--- src/common/bp_lce_req_defines.svh ---
// ********************
// Widths and mesh geometry of the LCE request transmit path
// Row 0 of the mesh belongs to memory, so CCE tiles start at row 1
// Store data never exceeds BP_MAX_DATA_BYTES
// ********************
`ifndef BP_LCE_REQ_DEFINES_SVH
`define BP_LCE_REQ_DEFINES_SVH

// Message header fields
`define BP_PADDR_WIDTH     40
`define BP_LCE_ID_WIDTH    4
`define BP_CCE_ID_WIDTH    4

// Mesh geometry and coordinates
`define BP_MESH_COLS       4
`define BP_CORD_X_WIDTH    4
`define BP_CORD_Y_WIDTH    4

// Wormhole network
`define BP_NOC_LEN_WIDTH   5  // Holds the flit count minus one
`define BP_NOC_FLIT_WIDTH  64

// Largest store payload in bytes
`define BP_MAX_DATA_BYTES  128

// Ceiling division for elaboration time sizing
`define BP_CDIV(x, y) (((x) + (y) - 1) / (y))

`endif

--- src/common/bp_lce_req_pkg.sv ---
// ********************
// Types of the LCE request path
// Struct fields are listed from the most significant bit down
// ********************
`default_nettype none

`include "bp_lce_req_defines.svh"

package bp_lce_req_pkg;

  // Request kinds sent from the LCE to the CCE
  typedef enum logic [1:0] {
    e_bedrock_req_rd_miss = 2'b00,
    e_bedrock_req_wr_miss = 2'b01,
    e_bedrock_req_uc_rd   = 2'b10,
    e_bedrock_req_uc_wr   = 2'b11  // The only request that carries data
  } bp_bedrock_req_type_e;

  // The code is the log2 of the byte count
  typedef enum logic [2:0] {
    e_bedrock_msg_size_1   = 3'b000,
    e_bedrock_msg_size_2   = 3'b001,
    e_bedrock_msg_size_4   = 3'b010,
    e_bedrock_msg_size_8   = 3'b011,
    e_bedrock_msg_size_16  = 3'b100,
    e_bedrock_msg_size_32  = 3'b101,
    e_bedrock_msg_size_64  = 3'b110,
    e_bedrock_msg_size_128 = 3'b111
  } bp_bedrock_msg_size_e;

  typedef struct packed {
    logic [`BP_CCE_ID_WIDTH-1:0] dst_id;  // Directory that owns the address
    logic [`BP_LCE_ID_WIDTH-1:0] src_id;
  } bp_bedrock_lce_req_payload_s;

  // 53 bits in the default configuration
  typedef struct packed {
    bp_bedrock_req_type_e         msg_type;
    bp_bedrock_msg_size_e         size;
    logic [`BP_PADDR_WIDTH-1:0]   addr;
    bp_bedrock_lce_req_payload_s  payload;
  } bp_bedrock_lce_req_msg_header_s;

  typedef struct packed {
    logic [`BP_CORD_Y_WIDTH-1:0] y;
    logic [`BP_CORD_X_WIDTH-1:0] x;
  } bp_noc_cord_s;

  // The cord sits lowest so routers find it in the first flit
  typedef struct packed {
    bp_bedrock_lce_req_msg_header_s msg_hdr;
    logic [`BP_NOC_LEN_WIDTH-1:0]   len;
    bp_noc_cord_s                   cord;
  } bp_lce_req_wormhole_header_s;

  typedef struct packed {
    logic [`BP_NOC_FLIT_WIDTH-1:0] data;
    logic                          last;  // High on the final flit of a packet
  } bp_noc_flit_s;

endpackage

`default_nettype wire

--- src/logic/bp_me_cce_id_to_cord.sv ---
// ********************
// CCE id to mesh coordinate, purely combinational
// Ids fill the mesh row by row starting at row 1
// ********************
`timescale 1ns/1ps
`default_nettype none

`include "bp_lce_req_defines.svh"

module bp_me_cce_id_to_cord
  import bp_lce_req_pkg::*;
  (
    input  wire logic [`BP_CCE_ID_WIDTH-1:0] cce_id_i,
    output bp_noc_cord_s                     cord_o
  );

  localparam int cols_lp    = `BP_MESH_COLS;
  localparam int max_row_lp = ((1 << `BP_CCE_ID_WIDTH) - 1) / cols_lp + 1;

  // Every id in the id space must land on a coordinate that exists
  if (cols_lp > (1 << `BP_CORD_X_WIDTH)) begin : g_cols_check
    $error("Mesh is wider than the x coordinate can address");
  end
  if (max_row_lp >= (1 << `BP_CORD_Y_WIDTH)) begin : g_rows_check
    $error("Some CCE ids fall outside the rows the y coordinate can address");
  end

  always_comb begin
    cord_o.x = `BP_CORD_X_WIDTH'(cce_id_i % cols_lp);
    cord_o.y = `BP_CORD_Y_WIDTH'(cce_id_i / cols_lp + 1);  // Skip the memory row
  end

endmodule

`default_nettype wire

--- src/encode/bp_me_wormhole_packet_encode_lce_req.sv ---
// ********************
// Forms the wormhole header of an LCE request
// Only uc_wr carries data and its length follows the size field
// Purely combinational, the result is valid in the same cycle
// ********************
`timescale 1ns/1ps
`default_nettype none

`include "bp_lce_req_defines.svh"

module bp_me_wormhole_packet_encode_lce_req
  import bp_lce_req_pkg::*;
  (
    input  wire bp_bedrock_lce_req_msg_header_s lce_req_header_i,
    output bp_lce_req_wormhole_header_s         wh_header_o
  );

  localparam int hdr_width_lp  = $bits(bp_lce_req_wormhole_header_s);
  localparam int flit_width_lp = `BP_NOC_FLIT_WIDTH;
  localparam int len_width_lp  = `BP_NOC_LEN_WIDTH;

  // ********************
  // Packet lengths in flits minus one
  // ********************
  localparam int req_len_lp      = `BP_CDIV(hdr_width_lp, flit_width_lp) - 1;
  localparam int data_len_1_lp   = `BP_CDIV(hdr_width_lp + 1*8, flit_width_lp) - 1;
  localparam int data_len_2_lp   = `BP_CDIV(hdr_width_lp + 2*8, flit_width_lp) - 1;
  localparam int data_len_4_lp   = `BP_CDIV(hdr_width_lp + 4*8, flit_width_lp) - 1;
  localparam int data_len_8_lp   = `BP_CDIV(hdr_width_lp + 8*8, flit_width_lp) - 1;
  localparam int data_len_16_lp  = `BP_CDIV(hdr_width_lp + 16*8, flit_width_lp) - 1;
  localparam int data_len_32_lp  = `BP_CDIV(hdr_width_lp + 32*8, flit_width_lp) - 1;
  localparam int data_len_64_lp  = `BP_CDIV(hdr_width_lp + 64*8, flit_width_lp) - 1;
  localparam int data_len_128_lp = `BP_CDIV(hdr_width_lp + 128*8, flit_width_lp) - 1;

  bp_noc_cord_s cce_cord_li;

  bp_me_cce_id_to_cord router_cord (
    .cce_id_i (lce_req_header_i.payload.dst_id),
    .cord_o   (cce_cord_li)
  );

  always_comb begin
    wh_header_o         = '0;
    wh_header_o.msg_hdr = lce_req_header_i;
    wh_header_o.cord    = cce_cord_li;

    unique case (lce_req_header_i.msg_type)
      e_bedrock_req_uc_wr:
        unique case (lce_req_header_i.size)
          e_bedrock_msg_size_1:   wh_header_o.len = len_width_lp'(data_len_1_lp);
          e_bedrock_msg_size_2:   wh_header_o.len = len_width_lp'(data_len_2_lp);
          e_bedrock_msg_size_4:   wh_header_o.len = len_width_lp'(data_len_4_lp);
          e_bedrock_msg_size_8:   wh_header_o.len = len_width_lp'(data_len_8_lp);
          e_bedrock_msg_size_16:  wh_header_o.len = len_width_lp'(data_len_16_lp);
          e_bedrock_msg_size_32:  wh_header_o.len = len_width_lp'(data_len_32_lp);
          e_bedrock_msg_size_64:  wh_header_o.len = len_width_lp'(data_len_64_lp);
          e_bedrock_msg_size_128: wh_header_o.len = len_width_lp'(data_len_128_lp);
          default:                wh_header_o.len = '0;
        endcase
      default: wh_header_o.len = len_width_lp'(req_len_lp);  // Header only requests
    endcase
  end

  // An unknown size falls to the default arm and would cut the packet to one flit
  always_comb begin
    if (lce_req_header_i.msg_type == e_bedrock_req_uc_wr) begin
      assert (!$isunknown(lce_req_header_i.size))
        else $error("uc_wr request with an unknown size code");
    end
  end

endmodule

`default_nettype wire

--- src/encode/bp_me_wormhole_flit_sender.sv ---
// ********************
// Sends one wormhole packet as back to back flits, lowest bits first
// The network never stalls, so there is no ready input
// v_i must stay low while busy_o is high and is ignored if it does not
// ********************
`timescale 1ns/1ps
`default_nettype none

`include "bp_lce_req_defines.svh"

module bp_me_wormhole_flit_sender
  import bp_lce_req_pkg::*;
  (
    input  wire logic                            clk_i,
    input  wire logic                            reset_i,
    input  wire logic                            v_i,
    input  wire bp_lce_req_wormhole_header_s     wh_header_i,
    input  wire logic [`BP_MAX_DATA_BYTES*8-1:0] data_i,
    output logic                                 busy_o,
    output logic                                 flit_v_o,
    output bp_noc_flit_s                         flit_o
  );

  localparam int flit_width_lp  = `BP_NOC_FLIT_WIDTH;
  localparam int data_width_lp  = `BP_MAX_DATA_BYTES*8;
  localparam int hdr_width_lp   = $bits(bp_lce_req_wormhole_header_s);
  localparam int max_flits_lp   = `BP_CDIV(hdr_width_lp + data_width_lp, flit_width_lp);
  localparam int pkt_width_lp   = max_flits_lp * flit_width_lp;
  localparam int shift_width_lp = $clog2(data_width_lp) + 1;

  logic [shift_width_lp-1:0]    data_bits_li;
  logic [data_width_lp-1:0]     data_li;
  logic [pkt_width_lp-1:0]      pkt_li;
  logic [pkt_width_lp-1:0]      pkt_r;
  logic [`BP_NOC_LEN_WIDTH-1:0] flits_left_r;  // Flits still to go after the current one
  logic                         busy_r;
  logic                         capture;

  assign capture = v_i & ~busy_r;

  // ********************
  // Packet assembly
  // ********************
  always_comb begin
    data_bits_li = '0;
    if (wh_header_i.msg_hdr.msg_type == e_bedrock_req_uc_wr) begin
      data_bits_li = shift_width_lp'(8) << wh_header_i.msg_hdr.size;
    end
    // Bytes above the store size are cleared so the last flit is zero filled
    data_li = data_i & ~({data_width_lp{1'b1}} << data_bits_li);
    pkt_li  = pkt_width_lp'({data_li, wh_header_i});
  end

  // ********************
  // Flit sequencing
  // ********************
  always_ff @(posedge clk_i) begin
    if (reset_i) begin
      busy_r       <= 1'b0;
      flits_left_r <= '0;
    end else if (capture) begin
      busy_r       <= 1'b1;
      flits_left_r <= wh_header_i.len;
    end else if (busy_r) begin
      if (flits_left_r == '0) begin
        busy_r <= 1'b0;  // Last flit goes out this cycle
      end else begin
        flits_left_r <= flits_left_r - 1'b1;
      end
    end
  end

  // Payload register, shifted down one flit per cycle while sending
  always_ff @(posedge clk_i) begin
    if (capture) begin
      pkt_r <= pkt_li;
    end else if (busy_r) begin
      pkt_r <= pkt_r >> flit_width_lp;
    end
  end

  assign busy_o      = busy_r;
  assign flit_v_o    = busy_r;
  assign flit_o.data = pkt_r[flit_width_lp-1:0];
  assign flit_o.last = busy_r & (flits_left_r == '0);

  // The requester has to wait for busy_o to drop
  assert property (@(posedge clk_i) disable iff (reset_i) v_i |-> !busy_o)
    else $error("Request strobe while a packet is still being sent");

  // The encoded length has to cover every header and data bit of the packet
  assert property (@(posedge clk_i) disable iff (reset_i)
    flit_o.last |-> pkt_r[pkt_width_lp-1:flit_width_lp] == '0)
    else $error("Packet bits left over after the last flit");

endmodule

`default_nettype wire

--- src/logic/bp_me_lce_req_wh_tx.sv ---
// ********************
// LCE request transmit path onto the coherence network
// Strobe req_v_i only while busy_o is low
// Latency from strobe to last flit is len+1 cycles
// ********************
`timescale 1ns/1ps
`default_nettype none

`include "bp_lce_req_defines.svh"

module bp_me_lce_req_wh_tx
  import bp_lce_req_pkg::*;
  (
    input  wire logic                            clk_i,
    input  wire logic                            reset_i,
    input  wire logic                            req_v_i,
    input  wire bp_bedrock_lce_req_msg_header_s  req_header_i,
    input  wire logic [`BP_MAX_DATA_BYTES*8-1:0] req_data_i,  // Store data in the low bytes
    output logic                                 busy_o,
    output logic                                 flit_v_o,
    output bp_noc_flit_s                         flit_o
  );

  bp_lce_req_wormhole_header_s wh_header_li;

  // Header encode happens in the strobe cycle
  bp_me_wormhole_packet_encode_lce_req encode (
    .lce_req_header_i (req_header_i),
    .wh_header_o      (wh_header_li)
  );

  bp_me_wormhole_flit_sender sender (
    .clk_i       (clk_i),
    .reset_i     (reset_i),
    .v_i         (req_v_i),
    .wh_header_i (wh_header_li),
    .data_i      (req_data_i),
    .busy_o      (busy_o),
    .flit_v_o    (flit_v_o),
    .flit_o      (flit_o)
  );

endmodule

`default_nettype wire

--- config.mk ---
export PLATFORM = sky130hd
export DESIGN_NAME = bp_me_lce_req_wh_tx
export DESIGN_NICKNAME = d
export VERILOG_FILES = /design/src/common/bp_lce_req_pkg.sv /design/src/logic/bp_me_cce_id_to_cord.sv /design/src/encode/bp_me_wormhole_packet_encode_lce_req.sv /design/src/encode/bp_me_wormhole_flit_sender.sv /design/src/logic/bp_me_lce_req_wh_tx.sv
export VERILOG_INCLUDE_DIRS = /design/src /design/src/common
export SDC_FILE = /design/constraint.sdc
export NUM_CORES = 1
export LEC_CHECK = 0
export ABC_AREA = 0
export BUFFER_PORTS_ARGS = -buffer_cell sky130_fd_sc_hd__buf_2
export CORE_AREA = 4 4 445 447
export DETAILED_ROUTE_END_ITERATION = 12
export DIE_AREA = 0 0 449 451
export GPL_TIMING_DRIVEN = 0
export MAX_ROUTING_LAYER = met4
export SYNTH_ARGS = -nofsm -noshare
export SYNTH_HDL_FRONTEND = slang
export SYNTH_SLANG_ARGS = --single-unit
--- constraint.sdc ---
create_clock -name clk_i -period 24.9 [get_ports clk_i]
set_input_delay 2.49 -clock clk_i [delete_from_list [all_inputs] [get_ports clk_i]]
set_output_delay 2.49 -clock clk_i [all_outputs]
set_load 0.05 [all_outputs]
Word-level counts from Yosys, hierarchy flattened:

Memories as Yosys holds them, arrays and structs flattened.
Index checks and enable logic that the tools add are counted.
W data, S select, Z words.

* register bits: 1096
* ROM bits: 40
* input port bits: 1080
* output and inout bits: 67
* memories kept: 1

* add/subtract/negate cells: 2
* equal/unequal tests: 2
* shift-type cells: 2
* mux-type cells: 10
* bitwise gates (word level): 5
* reductions and logical operators: 3

Memory list
* (name not given): words 8, bits a word 5, rd ports 1, clocked after memory_dff 0, write ports 0, RTL line bp_me_wormhole_packet_encode_lce_req.sv:49 `unique case (lce_req_header_i.size)`

Operator list (number)
* $mux W1090: 2
* $and A1024 B1024 Y1024: 1
* $not A1024 Y1024: 1
* $shl A1024 B11 Y1024 const A: 1
* $mux W5: 4
* $mux W11: 1
* $shl A4 B3 Y11 const A: 1
* $logic_not A5 Y1: 1
* $sub A5 B1 Y5 const B: 1
* $add A2 B1 Y3 const B: 1
* $mux W1: 3
* $and A1 B1 Y1: 2
* $eq A2 B2 Y1 const B: 1
* $ne A2 B1 Y1 const B: 1
* $reduce_and A2 Y1: 1
* $reduce_bool A2 Y1: 1
* $not A1 Y1: 1

Logic depth before layout (Yosys ltp):

Gate-level depths: netlist of the first run.

* word-level depth: 6
* depth in mapped cells: 8

By module:

Synthesis of the first run repeated with hierarchy kept, for this count alone.

* cells, all modules: 2740
* area total of the unflattened synthesis: 45073.2 um2

By module, submodules not included
* bp_me_wormhole_flit_sender: instances 1, cells each 2667, area each 44550.2 um2, seq. area each 32851.5 um2
* bp_me_wormhole_packet_encode_lce_req: instances 1, cells each 65, area each 465.4 um2, seq. area each 0.0 um2
* bp_me_cce_id_to_cord: instances 1, cells each 8, area each 57.6 um2, seq. area each 0.0 um2

Worst setup path before layout of the first run:

Ideal clock, no wire load.

* path kind: input to register
* from: input req_v_i
* to: register sender.flits_left_r[1]
* library setup time: 0.186 ns
* arrival time: 18.768 ns
* data required time: 24.714 ns
* path slack: 5.946 ns
* stages: 4
* path through: or2_2 > o21ai_0 > nor3_1 > a211oi_1

* cells in the longest elaborated chain, start to end: 3
* elaborated cells on any way between the ends: 5

RTL lines
* start, declared: RTL line bp_me_lce_req_wh_tx.sv:16 `input wire logic req_v_i,`
* $and A1 B1 Y1 *: RTL line bp_me_wormhole_flit_sender.sv:39 `assign capture = v_i & ~busy_r;`
* $ne A2 B1 Y1 (no source line) or $reduce_bool A2 Y1 (tied branches)
* $reduce_and A2 Y1 (no source line)
* end signal, assigned: RTL line bp_me_wormhole_flit_sender.sv:63 `flits_left_r <= wh_header_i.len;`
* end signal, assigned: RTL line bp_me_wormhole_flit_sender.sv:68 `flits_left_r <= flits_left_r - 1'b1;`
* end, declared: RTL line bp_me_wormhole_flit_sender.sv:35 `` logic [`BP_NOC_LEN_WIDTH-1:0] flits_left_r; ``

Every way passes the cells marked *; elsewhere a longest branch is shown, timed or not.
A chain may end at the register's enable or synchronous reset.

Worst setup path after layout of the first run:

* from: input req_v_i
* to: register sender.pkt_r[821] (enable)

* cells in the longest elaborated chain, start to end: 2

RTL lines
* $and A1 B1 Y1: RTL line bp_me_wormhole_flit_sender.sv:39
* $reduce_bool A2 Y1 (no source line)
* end signal, assigned: RTL line bp_me_wormhole_flit_sender.sv:76 `pkt_r <= pkt_li;`
* end signal, assigned: RTL line bp_me_wormhole_flit_sender.sv:78 `pkt_r <= pkt_r >> flit_width_lp;`
* end, declared: RTL line bp_me_wormhole_flit_sender.sv:34 `logic [pkt_width_lp-1:0] pkt_r;`

No other way between the ends.

==> run summary, run 1 <==
Main synth FF type - edfxtp_1
Max-Cap Viols - 0
Worst Setup Start Kind - input port
CTS Sinks - 1,096
Syn. warnings - 0
most frequent cell after synthesis - edfxtp_1
drt pass-1 iters - 5
pin count of the biggest net entering global routing - 70
fill cell total of the finished layout - 19,700
clk buf depth - 3
final core occ - 30.0%
final setup margin - 19,890 ps
number of synthesized register bits - 1,096
cell taking the most area after synthesis - edfxtp_1
Post-synth EDFFs - 1,088
maximum fanout along the worst path - 65
I/O Pins - 1,147
# H-tree levels - 3
commonest cells in the netlist - edfxtp_1 (1,088), a22o_1 (964), clkbuf_1 (126)
Peak VDD IR - 67.9 uV
Pint - 3.50 mW
hold_sp - sender.pkt_r[66]
worst skew pair latency - 760 ps
mean area per synthesized cell - 16.8 sq um
sequential area share after synthesis - 73.4%
Remaining Overflow, GRT - 0
max-slew violations - 0
Placer Congestion - 0.924
Final Hold Fails - 0
Initial Util - 23.0%
total CTS buffers - 121
P_leak - 23.3 nW
ANT nets after route - 0
crit path time final - 5010 ps
Clock power frac - 38.0%
routed len/inst - 30.1 um
Crit path required time - 25,330 ps
initial antenna violation count - 140
fraction of layout cells with a size suffix above 1 - 37.5%
CTS tree - built
CTS root buf - clkbuf_16
PD cells - 80.5 nW/um^2
Comb power frac - 11.6%
Post-CTS Setup Bufs - 0
Sw Pwr - 1.19 mW
first-pass GRT wire length - 265,000 um
Worst setup EP type - flip-flop
crit path kind - in2reg
crit path from - req_v_i
Rel. slew slack - 7.19%
wirelength, routed - 201,000 um
drt initial violations - 2,525
worst path arrival time - 5440 ps
hold buffer count at CTS - 0
die width - 449 um
Worst-Margin Slew - 1390 ps
vias after detailed routing - 30,900
Area Growth Syn to Fin - 30.3%
gr usage total - 19.6%
dpl hpwl - 166,000 um
# rows - 162
worst hold-check path type - reg2reg
die area - 202,000 sq um
Reg area - 32,800 sq um
fraction of registers with async set or reset after synthesis - 0%
fin nets - 5,035
Core ar. - 194,000 sq um
crit share post-route - 20.1%
Synth cell types - 41
post-cts resize count - 0
area of the multi-input gates - 9950 sq um
RSZ-0062 raised after global routing - false
vias per std cell - 4.62
Switching Fraction - 25.4%
Syn Inst Count - 2,664
Final setup viols - 0
DIE HEIGHT - 451 um
Mapped Area - 44,700 sq um
top-area cell type share of the netlist area - 73.0%
RR Startpoint - sender.busy_o
Fin Clk Skew - 38.1 ps
r2r worst-path depth - 10
Remaining DRCs - 0
status - complete, no violations
Clock Pin Slew Worst Setup and Hold Paths - 60 ps
sequential power share - 50.4%
Post-Syn Nets - 3,747
R2R setup slack - 20,790 ps
hold depth - 2
vias in the first global route - 31,400
synth top area cells - edfxtp_1 (73%), a22o_1 (19%), buf_4 (1.3%), buf_6 (1.2%), clkbuf_1 (1.1%)
Max Clk Rate - 200 MHz
port bufs - 1,146
worst slack, placed - 19,130 ps
[per-stage QoR]
stage | hold slack (ps) | setup TNS, ps | instance area, sq um | total power, mW | instances
floorplan | 418 | 0 | 44700 | 2.73 | 2664
global placement | 443 | -5810 | 53600 | 3.05 | 6352
detailed placement | 435 | 0 | 54200 | 2.96 | 6371
CTS | 450 | 0 | 58100 | 4.75 | 6594
global route | 460 | 0 | 58200 | 4.87 | 6668
finish | 453 | 0 | 58300 | 4.69 | 6692
[worst paths after layout]
kind / end
max reg2reg: sender.pkt_r[821]
min: sender.pkt_r[2]
max: sender.pkt_r[821]
min reg2reg: sender.pkt_r[2]
[worst max-delay path, cell delays in order]
cell and delay, ps:
buf_2 200, or2_4 300, buf_16 270, buf_16 290, buf_16 320, buf_16 330, buf_16 300, buf_16 330
buf_16 300
[sequential cells by signal (all words and copies together), names as in the netlist]
register             count
sender.pkt_r          1090
sender.flits_left_r      5
sender.busy_o            1
[power by group through the flow]
stage | clock [mW] | combinational, mW | sequential, mW
floorplan | 0 | 0.295 | 2.44
global placement | 0 | 0.533 | 2.52
detailed placement | 0 | 0.557 | 2.40
CTS | 1.83 | 0.558 | 2.37
global route | 1.90 | 0.588 | 2.38
finish | 1.78 | 0.546 | 2.36
[layer usage]
metal | wire [um] | vias up | global-route usage, %
li1 | - | 13700 | -
met4 | 5760 | 0 | 5.64
met1 | 71200 | 15600 | 20.6
met2 | 111000 | 1324 | 36.9
met3 | 12900 | 301 | 3.97
met5 | 0 | - | -
[cells by family after synthesis]
family	share of synthesized area (%)
adders and majority gates	0.0839
DFF	73.4
AOI/OAI and AO/OA	19.9
xor gates and xnor gates	0.0196
buffers and inverters	4.36
and+or+nand+nor	2.24
[cell usage in the layout (no fill, tap or decap), types with 19 or more instances in the layout]
cell and n:
clkinv_2 20, buf_4 79, and2_1 66, buf_6 49
clkinv_1 33, buf_16 19, a22o_1 964, clkbuf_16 121
buf_2 1194, edfxtp_1 1088, clkbuf_1 147, nand2_1 115
diode_2 98, o21ai_0 63
[cell type report]
class | count | area share (%)
repair buffers | 1165 | 10.7
clock inverters | 79 | 1.32
diodes | 98 | 0.421
plain buffers | 309 | 3.31
clock buffers | 144 | 5.34
multi-input cells | 1253 | 17.1
flip-flops and latches | 1096 | 56.3
inverters | 6 | 0.0386
well taps | 2542 | 5.46
(Power assumes the default switching activity.)
==> run 2, diff against run 1 <==
- clock period: 24.9 -> 5.3 ns (I/O delays scaled with it)
==> run summary, run 2 (synthesis results as in run 1) <==
status - complete, no violations
fin nets - 5,819
most frequent cells in the layout - buf_2 (1,193), edfxtp_1 (1,088), a22o_1 (964)
Slowest-stage cell, CP - or2_4
commonest non-fill, non-tap cell in the layout - buf_2
PD cells - 344 nW/um^2
die area - 202,000 sq um
port bufs - 1,146
Fin Clk Skew - 41.5 ps
pin count of the biggest net entering global routing - 72
clk buf depth - 3
Reg area - 32,800 sq um
CTS tree - built
routed len/inst - 28.1 um
delay-heaviest family, CP - buffers and inverters
FF-to-FF End - sender.pkt_r[761]
post-route cell area - 66,100 sq um
Peak VDD IR - 300 uV
RSZ-0062 raised after global routing - false
vias after detailed routing - 34,500
Max Clk Rate - 245 MHz
fraction of layout cells with a size suffix above 1 - 31.4%
first-pass GRT wire length - 282,000 um
vias per std cell - 4.63
DIE HEIGHT - 451 um
met2 WL post-DR - 115,000 um
Critical Path Sink - sender.pkt_r[761]
CP peak stage delay - 670 ps
Buf/Inv on CP - 8
crit share post-route - 76.9%
initial antenna violation count - 90
dpl hpwl - 165,000 um
Worst Setup Start Kind - flip-flop
Remaining DRCs - 0
Final setup viols - 0
Rel. slew slack - 13.5%
Final Hold Fails - 0
Biggest register - sender.pkt_r
area of the multi-input gates - 9950 sq um
drt pass-1 iters - 5
die width - 449 um
total CTS buffers - 121
max-slew violations - 0
worst slack, placed - 1200 ps
Core ar. - 194,000 sq um
crit path time final - 4080 ps
crit path kind - reg2reg
worst path arrival time - 4510 ps
RR Startpoint - sender.busy_o
Max-Cap Viols - 0
Largest register FFs - 1,090
setup_tns - 0 ps
routed length on met3 - 12,000 um
crit path from - sender.busy_o
CTS root buf - clkbuf_16
# rows - 162
most used cell, CP - buf_16
I/O Pins - 1,147
r2r worst-path depth - 9
drt initial violations - 3,034
wirelength, routed - 209,000 um
Remaining Overflow, GRT - 0
crit path cell chain - buf_6 > buf_6 > or2_4 > buf_16 > buf_16 > buf_16 > buf_16 > buf_16 > buf_16
worst skew pair latency - 780 ps
Post-CTS Setup Bufs - 0
Placed Area - 54,100 sq um
Fin Hold WS - 87.2 ps
gr usage total - 20.4%
worst hold-check path type - in2reg
R2R setup slack - 1220 ps
P_leak - 26.5 nW
final setup margin - 1220 ps
Clock Pin Slew Worst Setup and Hold Paths - 60 ps
ANT nets after route - 0
Crit. path cell count - 9
Initial Util - 23.0%
# H-tree levels - 3
maximum fanout along the worst path - 67
final core occ - 34.0%
Worst-Margin Slew - 1300 ps
Worst setup EP type - flip-flop
vias in the first global route - 35,800
CTS Sinks - 1,096
Crit path required time - 5730 ps
Top Layer Used - met4
fill cell total of the finished layout - 18,800
Routed met1 length - 75,200 um
Area Growth Syn to Fin - 47.8%
Placer Congestion - 0.946
run 2: cell count changes in the layout (fill, tap and decap cells not counted), moves of 3 or more:
cell	previous run	this run
clkinv_2	20	14
clkinvlp_4	1	6
diode_2	98	75
clkinv_1	33	21
inv_6	7	3
clkbuf_1	147	158
inv_8	0	3
dlygate4sd3_1	0	786
run 2: layout make-up:
cell class	instances	share of cell area, %
inverters	6	0.0341
clock buffers	156	4.81
multi-input cells	1253	15.0
clock inverters	65	1.11
flip-flops and latches	1096	49.7
well taps	2542	4.81
diodes	75	0.284
repair buffers	1949	21.3
plain buffers	309	2.94
run 2: worst reg2reg max path, stage by stage (launching register included):
cell     delay, ps
dfxtp_4        350
buf_6          190
buf_6          190
or2_4          670
buf_16         380
buf_16         350
buf_16         380
buf_16         380
buf_16         380
buf_16         430
run 2: where the power goes:
part,switching [mW],internal (mW)
Sequential,0.414,10.7
Clock,3.73,4.74
Combinational,1.74,1.37
run 2: worst min-delay path by stage:
stage,start,to,slack (ps),cells after the start
4_1_cts,req_data_i[999],sender.pkt_r[1065],0.007,2
3_3_place_gp,sender.pkt_r[67],sender.pkt_r[3],440,2
5_1_grt,req_data_i[628],sender.pkt_r[694],40,2
6_report,req_data_i[668],sender.pkt_r[734],90,2
2_1_floorplan,sender.pkt_r[67],sender.pkt_r[3],420,2
3_5_place_dp,sender.pkt_r[67],sender.pkt_r[3],440,2
run 2: per-stage QoR:
step,power (mW),cells
3_5_place_dp,13.9,6369
2_1_floorplan,12.7,2664
6_report,22.7,7451
5_1_grt,23.5,7439
3_3_place_gp,14.1,6352
4_1_cts,22.9,7376
run 2: metal layers:
| layer | track usage [%] | vias up |
|---|---|---|
| met1 | 21.8 | 17500 |
| li1 | - | 15200 |
| met5 | - | - |
| met2 | 37.8 | 1496 |
| met3 | 3.40 | 329 |
| met4 | 7.09 | 0 |
run 2: timing repair:
action,in CTS,in global routing
hold endpoints to repair,792,0
hold buffers,786,0
gates resized for setup,0,0
